===== src/verilog/clk_div_pkg.sv =====
// Shared widths, divisor types and FSM encoding for the clock-divider subsystem
// Imported by wildcard into every module that needs one of these definitions

package clk_div_pkg;

    // Width of a full-period divisor in clk cycles
    localparam int DIV_W = 8;

    // Full output period, counted in clk cycles
    // Even values of 2 and up divide, zero stops the channel
    typedef logic [DIV_W-1:0] div_t;

    // Half period, i.e. the divisor with its always-zero LSB dropped
    typedef logic [DIV_W-2:0] half_t;

    // Divisor every channel runs at after reset
    // Must be even or zero, since the LSB is discarded on the way in
    localparam div_t DIV_DEFAULT = div_t'(8);

    // Four-phase handshake receiver states
    typedef enum logic [1:0] {
        // Waiting for cfg_req to rise
        CFG_IDLE     = 2'd0,
        // First cycle of ack, load pulse is out
        CFG_ACK      = 2'd1,
        // Holding ack until the requester lets go of cfg_req
        CFG_WAIT_REL = 2'd2
    } cfg_state_t;

endpackage


===== src/verilog/cfg_handshake.sv =====
// Four-phase req/ack configuration port, validates each divisor write
// Accepted writes leave as a one-cycle load pulse to the selected channel
`timescale 1ns/1ps

module cfg_handshake import clk_div_pkg::*; #(
    parameter int NUM_CH = 2,
    // Wide enough to also carry the out-of-range index NUM_CH
    localparam int SEL_W = $clog2(NUM_CH + 1)
) (
    input  logic              clk,
    input  logic              sync_rst,
    input  logic              cfg_req,
    input  logic [SEL_W-1:0]  cfg_sel,
    input  div_t              cfg_div,
    output logic              cfg_ack,
    output logic              cfg_err,
    output half_t             ld_half,
    output logic [NUM_CH-1:0] ld_en
);

    cfg_state_t state;
    cfg_state_t state_nxt;

    // Request checks
    logic div_odd;
    logic sel_bad;
    logic req_bad;

    // Handshake events
    logic take;
    logic release_seen;

    // Decoded channel select
    logic [NUM_CH-1:0] sel_onehot;

    // Odd divisors cannot give a 50% duty output
    // A divisor of 1 is odd as well, so it lands here too
    assign div_odd = cfg_div[0];
    assign sel_bad = (cfg_sel >= SEL_W'(NUM_CH));
    assign req_bad = div_odd | sel_bad;

    // New request seen while idle, evaluated exactly once per request
    assign take = (state == CFG_IDLE) && cfg_req;

    // Requester has dropped req while ack is up
    assign release_seen = (state != CFG_IDLE) && !cfg_req;

    always_comb begin
        for (int i = 0; i < NUM_CH; i++) begin
            sel_onehot[i] = (cfg_sel == SEL_W'(i));
        end
    end

    // Next state
    always_comb begin
        state_nxt = state;
        case (state)
            CFG_IDLE: begin
                if (cfg_req) begin
                    state_nxt = CFG_ACK;
                end
            end
            CFG_ACK: begin
                // Requester may already have let go in the first ack cycle
                state_nxt = cfg_req ? CFG_WAIT_REL : CFG_IDLE;
            end
            CFG_WAIT_REL: begin
                if (!cfg_req) begin
                    state_nxt = CFG_IDLE;
                end
            end
            default: begin
                state_nxt = CFG_IDLE;
            end
        endcase
    end

    // State and registered handshake outputs
    always_ff @(posedge clk or posedge sync_rst) begin
        if (sync_rst) begin
            state   <= CFG_IDLE;
            cfg_ack <= 1'b0;
            cfg_err <= 1'b0;
            ld_en   <= '0;
        end else begin
            state <= state_nxt;

            // Load pulse rises with ack and lasts a single cycle
            if (take && !req_bad) begin
                ld_en <= sel_onehot;
            end else begin
                ld_en <= '0;
            end

            // Error is latched with ack and held until ack drops
            if (take) begin
                cfg_ack <= 1'b1;
                cfg_err <= req_bad;
            end else if (release_seen) begin
                cfg_ack <= 1'b0;
                cfg_err <= 1'b0;
            end
        end
    end

    // Halved divisor, only looked at by a channel while its ld_en is high
    always_ff @(posedge clk) begin
        if (take) begin
            ld_half <= cfg_div[DIV_W-1:1];
        end
    end

endmodule


===== src/verilog/clk_div_top.sv =====
// Clock-divider subsystem top, NUM_CH divided outputs of clk
// Divisors are rewritten at run time over the four-phase cfg port
`timescale 1ns/1ps

module clk_div_top import clk_div_pkg::*; #(
    parameter int   NUM_CH      = 2,
    parameter int   SYNC_STAGES = 5,
    parameter div_t DEFAULT_DIV = DIV_DEFAULT,
    // Channel index width, one extra code so bad indices can be reported
    localparam int  SEL_W       = $clog2(NUM_CH + 1)
) (
    input  logic              clk,
    input  logic              async_rst,
    input  logic              cfg_req,
    input  logic [SEL_W-1:0]  cfg_sel,
    input  div_t              cfg_div,
    output logic              cfg_ack,
    output logic              cfg_err,
    output logic [NUM_CH-1:0] clk_out
);

    // Synchronized reset for all clocked logic
    logic sync_rst;

    // Load bus from the cfg port, half period is shared by all channels
    half_t             ld_half;
    logic [NUM_CH-1:0] ld_en;

    rst_sync #(
        .SYNC_STAGES (SYNC_STAGES)
    ) i_rst_sync (
        .clk       (clk),
        .async_rst (async_rst),
        .sync_rst  (sync_rst)
    );

    cfg_handshake #(
        .NUM_CH (NUM_CH)
    ) i_cfg (
        .clk      (clk),
        .sync_rst (sync_rst),
        .cfg_req  (cfg_req),
        .cfg_sel  (cfg_sel),
        .cfg_div  (cfg_div),
        .cfg_ack  (cfg_ack),
        .cfg_err  (cfg_err),
        .ld_half  (ld_half),
        .ld_en    (ld_en)
    );

    // One divider per output, each picks its own bit of the one-hot load
    for (genvar ch = 0; ch < NUM_CH; ch++) begin : g_ch
        clock_divider #(
            .DEFAULT_DIV (DEFAULT_DIV)
        ) i_div (
            .clk      (clk),
            .sync_rst (sync_rst),
            .ld_half  (ld_half),
            .ld_en    (ld_en[ch]),
            .clk_out  (clk_out[ch])
        );
    end

endmodule


===== src/verilog/clock_divider.sv =====
// One divider channel with a run-time half period, 50% duty output
// Loaded from the configuration port, restarts from low on every load
`timescale 1ns/1ps

module clock_divider import clk_div_pkg::*; #(
    // Full period used from reset until the first load
    parameter div_t DEFAULT_DIV = DIV_DEFAULT
) (
    input  logic  clk,
    input  logic  sync_rst,
    input  half_t ld_half,
    input  logic  ld_en,
    output logic  clk_out
);

    // Reset value of the half period, LSB of an even divisor is zero
    localparam half_t DEFAULT_HALF = DEFAULT_DIV[DIV_W-1:1];

    // Current half period, zero means stopped
    half_t half_q;

    // Cycles spent in the current output phase
    half_t cnt_q;

    // Terminal count of a phase
    half_t cnt_last;

    // Channel is dividing, i.e. a non-zero half period is loaded
    logic running;

    // Last cycle of the current phase, output flips on the next edge
    logic phase_end;

    assign running   = (half_q != '0);
    assign cnt_last  = half_q - half_t'(1);
    assign phase_end = running && (cnt_q == cnt_last);

    // Half-period register, written only by a load
    always_ff @(posedge clk or posedge sync_rst) begin
        if (sync_rst) begin
            half_q <= DEFAULT_HALF;
        end else if (ld_en) begin
            half_q <= ld_half;
        end
    end

    // Phase counter
    // Counts 0 .. half-1 and wraps, parked at zero while stopped
    always_ff @(posedge clk or posedge sync_rst) begin
        if (sync_rst) begin
            cnt_q <= '0;
        end else if (ld_en) begin
            // New divisor starts a fresh low phase
            cnt_q <= '0;
        end else if (!running) begin
            cnt_q <= '0;
        end else if (phase_end) begin
            cnt_q <= '0;
        end else begin
            cnt_q <= cnt_q + half_t'(1);
        end
    end

    // Registered output
    // First rise comes half cycles after reset release or a load
    always_ff @(posedge clk or posedge sync_rst) begin
        if (sync_rst) begin
            clk_out <= 1'b0;
        end else if (ld_en) begin
            clk_out <= 1'b0;
        end else if (!running) begin
            // Stopped channel holds low
            clk_out <= 1'b0;
        end else if (phase_end) begin
            clk_out <= ~clk_out;
        end
    end

endmodule


===== src/verilog/rst_sync.sv =====
// Reset synchronizer, asserts as soon as async_rst rises and releases on clk
// Its output resets every clocked block of the divider subsystem
`timescale 1ns/1ps

module rst_sync #(
    // Number of flops in the release chain
    parameter int SYNC_STAGES = 5
) (
    input  logic clk,
    input  logic async_rst,
    output logic sync_rst
);

    // Release chain, MSB is the reset seen by the rest of the design
    logic [SYNC_STAGES-1:0] rst_chain;

    // Preset to all ones while async_rst is high
    // Then zeros walk in from the LSB, one stage per clk edge
    always_ff @(posedge clk or posedge async_rst) begin
        if (async_rst) begin
            rst_chain <= '1;
        end else begin
            rst_chain <= rst_chain << 1;
        end
    end

    // Goes low on the SYNC_STAGES-th edge after release
    // Extra stages give a metastable first flop time to settle
    assign sync_rst = rst_chain[SYNC_STAGES-1];

endmodule

===== config.mk =====
export PLATFORM = sky130hd
export DESIGN_NAME = clk_div_top
export DESIGN_NICKNAME = d
export VERILOG_FILES = /design/src/verilog/clk_div_pkg.sv /design/src/verilog/cfg_handshake.sv /design/src/verilog/clk_div_top.sv /design/src/verilog/clock_divider.sv /design/src/verilog/rst_sync.sv
export SDC_FILE = /design/constraint.sdc
export NUM_CORES = 1
export LEC_CHECK = 0
export BUFFER_PORTS_ARGS = -buffer_cell sky130_fd_sc_hd__clkbuf_2
export CAP_MARGIN = 0
export CELL_PAD_IN_SITES_DETAIL_PLACEMENT = 1
export CELL_PAD_IN_SITES_GLOBAL_PLACEMENT = 1
export CORE_ASPECT_RATIO = 2
export CORE_MARGIN = 2
export CORE_UTILIZATION = 40
export DETAILED_ROUTE_END_ITERATION = 10
export GPL_ROUTABILITY_DRIVEN = 0
export HOLD_SLACK_MARGIN = 0.05
export PLACE_DENSITY = 0.66
export SYNTH_ARGS = -nofsm -noshare
export SYNTH_HDL_FRONTEND = slang
export SYNTH_HIERARCHICAL = 1
export SYNTH_SLANG_ARGS = --single-unit

===== constraint.sdc =====
create_clock -name clk -period 1.1 [get_ports clk]
set_input_delay 0.055 -clock clk [delete_from_list [all_inputs] [get_ports clk]]
set_output_delay 0.055 -clock clk [all_outputs]
set_load 0.005 [all_outputs]

== After elaboration in Yosys (flattened, before gate mapping) ==
Cells that the tools add are included.

* Bitwise logic cells: 3
* Multiplexer cells: 20
* Eq/ne operators: 9
* Add/subtract/negate cells: 4
* Reductions and logical operators: 14
* Magnitude comparators: 1

{| class="wikitable"
|+ Operators by type and width
! cell !! count
|-
| 2-to-1 mux 7 bit || 6
|-
| adder 7 x 1 -> 7 bit (second input constant) || 2
|-
| == test 7 bit || 2
|-
| nonzero test 7 bit || 2
|-
| subtractor 7 x 1 -> 7 bit (second input constant) || 2
|-
| 2-to-1 mux 1 bit || 9
|-
| 2-to-1 mux 2 bit || 4
|-
| inequality test 3 bit (second input constant) || 2
|-
| case mux 2 bit (3 select lines) || 1
|-
| logical AND 1 bit || 5
|-
| == test 2 x 1 -> 1 bit (second input constant) || 2
|-
| zero test 2 bit || 2
|-
| inequality test 2 bit (second input constant) || 2
|-
| nonzero test 2 bit || 2
|-
| == test 2 bit (second input constant) || 1
|-
| greater-or-equal comparator 2 bit (second input constant) || 1
|-
| zero test 1 bit || 2
|-
| NOT 1 bit || 2
|-
| AND reduction 2 bit || 1
|-
| bitwise OR 1 bit || 1
|}

* Flip-flop bits (word level): 48
* Logic and storage cells: 63
* Output and inout bits: 4

== Longest topological paths before layout ==
Gate-level depths: netlist (run 1).

* Depth after elaboration: 6
* Depth in mapped cells: 7

== Cells and area by module ==
Netlist (run 1), hierarchy kept.

{| class="wikitable"
|+ By module, submodules not included
! module !! sequential area each (um2) !! area an instance (um2) !! instances !! cells an instance
|-
| clock_divider || 376.6 || 828.3 || 2 || 80
|-
| cfg_handshake || 360.3 || 456.7 || 1 || 27
|-
| rst_sync || 131.4 || 138.9 || 1 || 7
|}

== Least setup slack after synthesis (run 1) ==
Ideal clock, no wire load.

* Path type: register -> register
* From: reg g_ch[0].i_div.half_q[0]
* To: reg g_ch[0].i_div.clk_out
* Slack: -0.691 ns
* Cell stages (with the launch flop): 8
* Arrival time: 1.714 ns
* Clock period less this slack: 1.791 ns
* Path through: dfrtp_1 inv_1 ha_1 nor2b_1 and3b_1 mux2i_1 or4_1 a21boi_1

* Longest elaborated chain between the ends: 4
* Elaborated cells between the ends (all ways): 7
* Those cells by class: add/sub (1); eq/ne (2); mux (2); reduce/logical (2)

{| class="wikitable"
|+ RTL lines
! what !! RTL line !! RTL
|-
| from (decl) || clock_divider.sv:20 || <nowiki>half_t half_q;</nowiki>
|-
| from (signal assigned) || clock_divider.sv:43 || <nowiki>half_q <= ld_half;</nowiki>
|-
| subtractor 7 x 1 -> 7 bit || clock_divider.sv:35 || <nowiki>assign cnt_last = half_q - half_t'(1);</nowiki>
|-
| == test 7 bit || clock_divider.sv:36 || <nowiki>assign phase_end = running && (cnt_q == cnt_last);</nowiki>
|-
| logical AND 1 bit || clock_divider.sv:36 ||
|-
| inequality test 3 bit (no line) || n/a ||
|-
| to (signal assigned) || clock_divider.sv:75 || <nowiki>clk_out <= ~clk_out;</nowiki>
|-
| to (decl) || clock_divider.sv:13 || <nowiki>output logic clk_out</nowiki>
|}

Parallel ways exist; a longest one is shown, timed or not.
A chain may end at the register's enable or synchronous reset.

== Final worst setup path (run 1) ==
Same ends and word-level chain as after synthesis.

==> summary.md, run 1 <==
| Metric | Value |
|---|---|
| Outcome | finished, violations left |
| Failing checks | setup timing |
| Number of synthesized flops with an enable pin | 7 |
| Combinational Power Share | 47.3% |
| Die height | 110 µm |
| Register area share after synthesis | 55.3% |
| Post-DP HPWL | 4.24 mm |
| Reg2reg start | g_ch[0].i_div/half_q[0] |
| GRT overflow | 0 |
| First-pass GRT wire length | 9.93 mm |
| Core area | 5420 µm² |
| Min cycle time layout | 1.82 ns |
| Crit path max fanout | 4 |
| Switching share of total power | 36.6% |
| Number of global-route vias before repair | 2,012 |
| Layout area overhead | 38.3% |
| Synth area leaders | dfrtp_1 (38%), edfxtp_1 (9.3%), dfstp_2 (8.2%) |
| Critical Path RT | 1.34 ns |
| Layout Utilization | 57.5% |
| # clock sinks | 48 |
| Clk_lat worst skew | 0.31 ns |
| Wire per inst | 18.2 µm |
| Setup crit end kind | flip-flop |
| RSZ-0062 raised after global routing | true |
| Initial antenna violation count | 0 |
| Pwr Total | 8130 µW |
| Clk_skew | 0.00724 ns |
| Reg2Reg Depth | 7 |
| Fin. max-slew vios | 0 |
| Flops & latches, synth | 48 |
| Placed insts | 307 |
| First-pass DRT Iterations | 3 |
| Die ar. | 6280 µm² |
| Startpoint type of the worst setup path | flip-flop |
| CP max-delay cell | or4_1 |
| Clk pin slew, worst setup/hold paths | 0.09 ns |
| Top_reg_cell synth | dfrtp_1 |
| Hold Vio Cnt, Final | 0 |
| Worst hold path class | reg -> async |
| Power Density | 2610 nW/µm² |
| Worst setup margin | -0.723 ns |
| Pin count of the biggest net entering global routing | 17 |
| Leakage Power | 0.00143 µW |
| Clock root cell | clkbuf_8 |
| Worst vdd ir | 1.90 mV |
| Crit-path cells | inv_2 > ha_4 > nor2b_4 > and3b_1 > mux2i_2 > or4_1 > a21boi_1 |
| Internal power | 5160 µW |
| Reg2Reg Setup Slack | -0.72 ns |
| Worst r2r dst | g_ch[0].i_div/clk_out |
| Cts bufs inserted | 5 |
| Post-DR vias/cell | 5.18 |
| Sw Pwr | 2970 µW |
| Final wirelength | 6.05 mm |
| Clock Path Buffers | 2 |
| Cell taking the most area after synthesis | dfrtp_1 |
| Antenna viol nets, final | 0 |
| Max Fclk | 549 MHz |
| Total track usage | 21.8% |
| Worst setup path class | reg -> reg |
| Async set-reset flop share out of synthesis | 85.4% |
| ANT cells | 0 |
| Starting density of the core | 41.6% |
| H-tree Lvls | 2 |
| Yosys top cell area share | 37.8% |
| Clk pwr share | 16.4% |
| Critical path arrival | 2.06 ns |
| Vias after detailed routing | 1,726 |
| Critical Path Max Stage Delay | 0.51 ns |
| Sequential Power Share | 36.3% |
| Fin cells | 333 |
| Nets | 292 |
| DRC errors left | 0 |
| Synthesized Nets | 214 |
| Max Cap Violations | 0 |
| Final Cycle Share | 166% |
| Num rows | 38 |
| Top Ports | 17 |
| Fraction of layout cells with a size suffix above 1 | 45.1% |
| YS warnings | 6 |
| Count of cell types in the netlist | 36 |
| Syn avg cell area | 11.6 µm² |
| DRT iter0 DRCs | 25 |
| Final setup vio count | 24 |
| CTS tree | built |
| Area of the mapped netlist | 2250 µm² |
| Die W | 57.1 µm |
| Port Buf Inserts | 16 |
| Post-Syn Instances | 194 |
area by class of cell:
cell class                 instances  area (µm²)
timing repair buffer              75         568
fill                             573        2300
multi-input combinational        132        1070
sequential                        48        1240
inverter                          10        37.5
clock inverter                     3        46.3
clock buffer                       5        68.8
tap                               60        75.1
worst max path at each step:
stage                                  startpoint                     to  cells past startpoint
after floorplan           g_ch[0].i_div/half_q[0]  g_ch[0].i_div/clk_out                      7
after global placement    g_ch[0].i_div/half_q[0]  g_ch[0].i_div/clk_out                      5
after detailed placement  g_ch[0].i_div/half_q[0]  g_ch[0].i_div/clk_out                      5
after CTS                 g_ch[0].i_div/half_q[0]  g_ch[0].i_div/clk_out                      7
after global routing      g_ch[0].i_div/half_q[0]  g_ch[0].i_div/clk_out                      7
final                     g_ch[0].i_div/half_q[0]  g_ch[0].i_div/clk_out                      7
critical path: cells and delay by family, from the launching register on:
| kind | cells | cell delay [ns] |
|---|---|---|
| buffers and inverters | 1 | 0.10 |
| adders and majority gates | 1 | 0.14 |
| DFF | 1 | 0.43 |
| and+or+nand+nor | 3 | 0.86 |
| muxes | 1 | 0.10 |
| AOI/OAI and AO/OA | 1 | 0.12 |
stage by stage:
step	area [µm²]	setup TNS (ns)	hold WS, ns	worst slack, ns
3_3_place_gp	2750	-9.45	0.127	-0.692
5_1_grt	3120	-12.63	0.243	-0.831
4_1_cts	3080	-10.23	0.205	-0.712
6_report	3120	-10.51	0.207	-0.723
2_1_floorplan	2300	-8.19	0.0321	-0.571
3_5_place_dp	2750	-10.74	0.150	-0.753
flip-flops by register name, summed over array words and instances (netlist names):
register,count
i_cfg/state,2
g_ch.i_div/clk_out,2
i_cfg/cfg_ack,1
g_ch.i_div/cnt_q,14
i_cfg/ld_half,7
i_rst_sync/rst_chain,5
g_ch.i_div/half_q,14
i_cfg/cfg_err,1
i_cfg/ld_en,2
cells by family after synthesis:
| group | after synthesis | share of synthesized area (%) |
|---|---|---|
| AOI/OAI and AO/OA | 21 | 6.22 |
| xor gates and xnor gates | 27 | 10.5 |
| adders and majority gates | 7 | 3.89 |
| buffers and inverters | 14 | 2.44 |
| DFF | 48 | 55.3 |
| muxes | 12 | 5.89 |
| other | 1 | 0.167 |
| and+or+nand+nor | 64 | 15.6 |
power by group through the flow:
| stage | Sequential (µW) | Combinational [µW] | Clock [µW] |
|---|---|---|---|
| after floorplan | 2830 | 1970 | 0 |
| after global placement | 2920 | 3180 | 0 |
| after detailed placement | 2970 | 3380 | 0 |
| after CTS | 2960 | 3710 | 1350 |
| after global routing | 3030 | 4200 | 1440 |
| final | 2950 | 3850 | 1330 |
Yosys cell counts, types with 4 or more instances:
master / count
dfrtp_1: 34
nor2_1: 22
xor2_1: 19
inv_1: 10
mux2_2: 10
nand2_1: 9
xnor2_1: 8
and3_1: 7
dfstp_2: 7
edfxtp_1: 7
ha_1: 7
nand3_1: 6
a21oi_1: 4
o21ai_0: 4
repair_timing:
action | in CTS | in global routing
gates resized for setup | 13 | 13
hold buffers | 12 | 0
setup buffers | 6 | 0
pin swaps | 9 | 4
cloned | 0 | 0
hold endpoints to repair | 17 | 0
setup endpoints to repair | 26 | 27
placed cells by master (no fill, tap or decap), types with 3 or more instances in the layout:
cell type      instances
buf_4                 43
dfrtp_1               34
xor2_1                19
clkbuf_2              16
dlygate4sd3_1         12
nor2_1                11
mux2_2                10
nor2_2                10
xnor2_1                8
nand2_1                8
and3_1                 7
dfstp_2                7
edfxtp_1               7
inv_1                  6
clkbuf_8               5
nand3_1                5
inv_2                  4
nor3_2                 4
a21oi_1                4
o21ai_0                4
buf_6                  4
ha_4                   3
ha_1                   3
routing by layer:
metal	vias up	global-route usage (%)	routed length (µm)
li1	816	-	-
met1	875	18.7	1870
met3	11	3.27	111
met4	0	8.80	155
met2	24	46.7	3920
met5	-	0	0
Note: power is estimated with default switching activity, not from simulation.
==> inputs of run 2 (changes only) <==
SYNTH_HIERARCHICAL = default   (was 1)
==> run 2 against run 1 <==
The flow still finishes with violations (setup timing). Flip-flop and latch count stayed put. Wire length grew 3.2%. Synthesized cell count grew 2.1%. Maximum frequency decreased by 7.8%. Non-clock buffer count is 9 higher. Critical endpoint is now g_ch[1].i_div.clk_out. Largest cell class unchanged. Highest routed layer unchanged.
==> summary.md, run 2 <==
| Metric | Value |
|---|---|
| Worst setup margin | -0.877 ns (-0.154 ns) |
| # clock sinks | 48 (unchanged) |
| Critical Path RT | 1.34 ns (about the same) |
| Max layer used | met4 |
| Family with the most delay on the worst path | simple AND/OR/NAND/NOR gates |
| YS warnings | 0 (-6) |
| Startpoint type of the worst setup path | flip-flop |
| DRT iter0 DRCs | 25 (unchanged) |
| Worst setup path class | reg -> reg |
| Initial antenna violation count | 0 (unchanged) |
| Core area | 5420 µm² (unchanged) |
| Num rows | 38 (unchanged) |
| Die W | 57 µm (-0.11%) |
| RSZ-0062 raised after global routing | true |
| Clk_skew | 0.00398 ns (-0.00326 ns) |
| Final Cycle Share | 180% (+14 points) |
| M1 WL | 1.95 mm (+4.4%) |
| Met3 WL | 144 µm (+30%) |
| Cts bufs inserted | 5 (unchanged) |
| Final wirelength | 6.25 mm (+3.2%) |
| Worst hold path class | reg -> async |
| Synth area leaders | dfrtp_1 (38%), edfxtp_1 (9.4%), dfstp_2 (8.2%) |
| Post-DR vias/cell | 5.28 (+1.8%) |
| Critical path arrival | 2.21 ns (+0.15 ns) |
| Top_reg_cell synth | dfrtp_1 |
| Post-Syn Instances | 198 (+2.1%) |
| Commonest non-fill, non-tap cells in the layout | buf_4 (50), dfrtp_1 (34), nor2_1 (18), clkbuf_2 (16), nand2_1 (15) |
| Synthesized Nets | 218 (+1.9%) |
| Critical Path Max Stage Delay | 0.54 ns (+0.03 ns) |
| Wire per inst | 18.2 µm (about the same) |
| Crit path max fanout | 4 (unchanged) |
| Count of cell types in the netlist | 39 (+8.3%) |
| DRC errors left | 0 (unchanged) |
| Number of synthesized flops with an enable pin | 7 (unchanged) |
| Pin count of the biggest net entering global routing | 23 (+6) |
| Setup crit end kind | flip-flop |
| H-tree Lvls | 2 (unchanged) |
| Failing checks | setup timing |
| Crit-path cells | inv_2 > ha_4 > and2_4 > o21a_1 > o31a_1 > or4_4 > a21boi_2 |
| Cell taking the most area after synthesis | dfrtp_1 |
| Die ar. | 6270 µm² (-0.21%) |
| Top-count cell post-synth | dfrtp_1 |
| Synth Area in Compound Gates | 8.41% (+2.2 points) |
| Cell area after layout | 3200 µm² (+2.9%) |
| GRT overflow | 0 (unchanged) |
| Async set-reset flop share out of synthesis | 85.4% (unchanged) |
| Clk_lat worst skew | 0.31 ns (about the same) |
| ANT cells | 0 (unchanged) |
| Fin cells | 344 (+3.3%) |
| Placed insts | 317 (+3.3%) |
| CTS tree | built |
| Flops & latches, synth | 48 (unchanged) |
| Post-DP HPWL | 4.41 mm (+4.0%) |
| Final setup vio count | 20 (-17%) |
| Fillers | 581 (+1.4%) |
| Fin. max-slew vios | 0 (unchanged) |
| Clock root cell | clkbuf_8 |
| Yosys top cell area share | 37.9% (+0.084 points) |
| Register area share after synthesis | 55.4% (+0.12 points) |
| Worst vdd ir | 1.55 mV (-18%) |
| Multiplexer area fraction after synthesis | 4.45% (-1.4 points) |
| Clk pin slew, worst setup/hold paths | 0.09 ns (about the same) |
| First-pass DRT Iterations | 4 (+1) |
| CP bufs+invs | 1 (unchanged) |
| Power Density | 2790 nW/µm² (+6.8%) |
| Hold Vio Cnt, Final | 0 (unchanged) |
| Top Ports | 17 (unchanged) |
| Vias after detailed routing | 1,816 (+5.2%) |
| Nets | 303 (+3.8%) |
| Simple-Gate Fraction of Synth Area | 14.5% (-1.1 points) |
| First-pass GRT wire length | 10.1 mm (+2.2%) |
| Top flop regs | g_ch.i_div.cnt_q x14, g_ch.i_div.half_q x14, i_cfg.ld_half x7 |
| Setup TNS | -12.68 ns (-2.17 ns) |
| Max Fclk | 506 MHz (-7.8%) |
| Leakage Power | 0.00145 µW (+1.4%) |
| Fraction of layout cells with a size suffix above 1 | 42.6% (-2.4 points) |
| Layout area overhead | 42.6% |
| Post-synthesis xor/xnor area fraction | 10.1% (-0.37 points) |
| Antenna viol nets, final | 0 (unchanged) |
| Syn avg cell area | 11.3 µm² (-2.2%) |
| Worst slack, placed | -0.925 ns (-0.172 ns) |
| Commonest non-fill, non-tap cell in the layout | buf_4 |
| Metal2 WL | 3.83 mm (-2.3%) |
| Adder-Cell Fraction of Synth Area | 3.90% (+0.0087 points) |
| Outcome | finished, violations left |
| Min cycle time layout | 1.98 ns (+0.154 ns) |
| Number of global-route vias before repair | 2,139 (+6.3%) |
| Total track usage | 21.8% (about the same) |
| Post-synth top cells | dfrtp_1 (34), nor2_1 (23), nand2_1 (15) |
| CP max-delay cell | or4_4 |
| Max Cap Violations | 0 (unchanged) |
| Die height | 110 µm (-0.10%) |
| Largest family of logic cells by synthesized area | simple AND/OR/NAND/NOR gates |
| Area of the mapped netlist | 2250 µm² (-0.22%) |
| Dpl cell area | 2810 µm² (+2.1%) |
| Starting density of the core | 41.5% (-0.092 points) |
| FF+latch area | 1240 µm² (unchanged) |
| Port Buf Inserts | 16 (unchanged) |
| Clock Path Buffers | 2 (unchanged) |
| Multi-input combinational cell area | 1050 µm² (-2.3%) |
[run 2: worst paths after layout]
| kind | cells after the start | endpoint | start | slack [ns] |
|---|---|---|---|---|
| max | 7 | g_ch[1].i_div.clk_out | g_ch[1].i_div.half_q[1] | -0.88 |
| min in group clk | 0 | i_rst_sync.rst_chain[3] | i_rst_sync.rst_chain[2] | 0.36 |
| min | 1 | i_cfg.cfg_err | i_rst_sync.rst_chain[4] | 0.25 |
| max in group asynchronous | 2 | g_ch[0].i_div.cnt_q[2] | i_rst_sync.rst_chain[4] | 0.42 |
| max reg2reg | 7 | g_ch[1].i_div.clk_out | g_ch[1].i_div.half_q[1] | -0.88 |
| min reg2reg | 1 | i_cfg.cfg_err | i_rst_sync.rst_chain[4] | 0.25 |
[run 2: cell families (layout without fill, tap and decap cells)]
logic type / Yosys count / count (layout)
xor+xnor: 26 / 26
simple gates: 64 / 64
fa+ha+maj: 7 / 7
mux: 9 / 9
buf+inv: 16 / 102
other cells: 1 / 1
compound gates: 27 / 27
flops: 48 / 48
[run 2: cell type report]
| cell class | count | area share, % |
|---|---|---|
| Inverter | 10 | 1.29 |
| Clock inverter | 2 | 1.87 |
| Sequential cell | 48 | 38.9 |
| Tap cell | 60 | 2.34 |
| Timing Repair Buffer | 84 | 20.6 |
| Clock buffer | 6 | 2.26 |
| Multi-Input combinational cell | 134 | 32.8 |
[run 2: repair_timing]
item | CTS | global route
pin swaps | 11 | 5
hold endpoints to repair | 17 | 0
resized for setup | 9 | 13
setup endpoints to repair | 27 | 27
hold buffers | 12 | 0
setup buffers | 4 | 3
[run 2: report_power, final]
group	internal [µW]	leakage [µW]	switching (µW)	total [µW]
clock network	908	0.0000654	594	1500
registers	2390	0.000568	562	2950
logic	2410	0.000820	2060	4480
total	5710	0.00145	3220	8930
[run 2: routing by layer]
| metal | GRT usage [%] | vias to the layer above |
|---|---|---|
| li1 | - | 841 |
| met1 | 18.9 | 919 |
| met2 | 44.3 | 34 |
| met3 | 3.27 | 22 |
| met4 | 13.3 | 0 |
| met5 | 0 | - |
[run 2: through the flow]
stage | hold slack, ns | util [%] | total power [µW]
final | 0.245 | 59.1 | 8930
after global routing | 0.267 | 59.1 | 9460
after CTS | 0.252 | 57.8 | 8800
after detailed placement | 0.152 | 51.8 | 6940
after global placement | 0.123 | 51.8 | 6600
after floorplan | 0.0321 | - | 5000
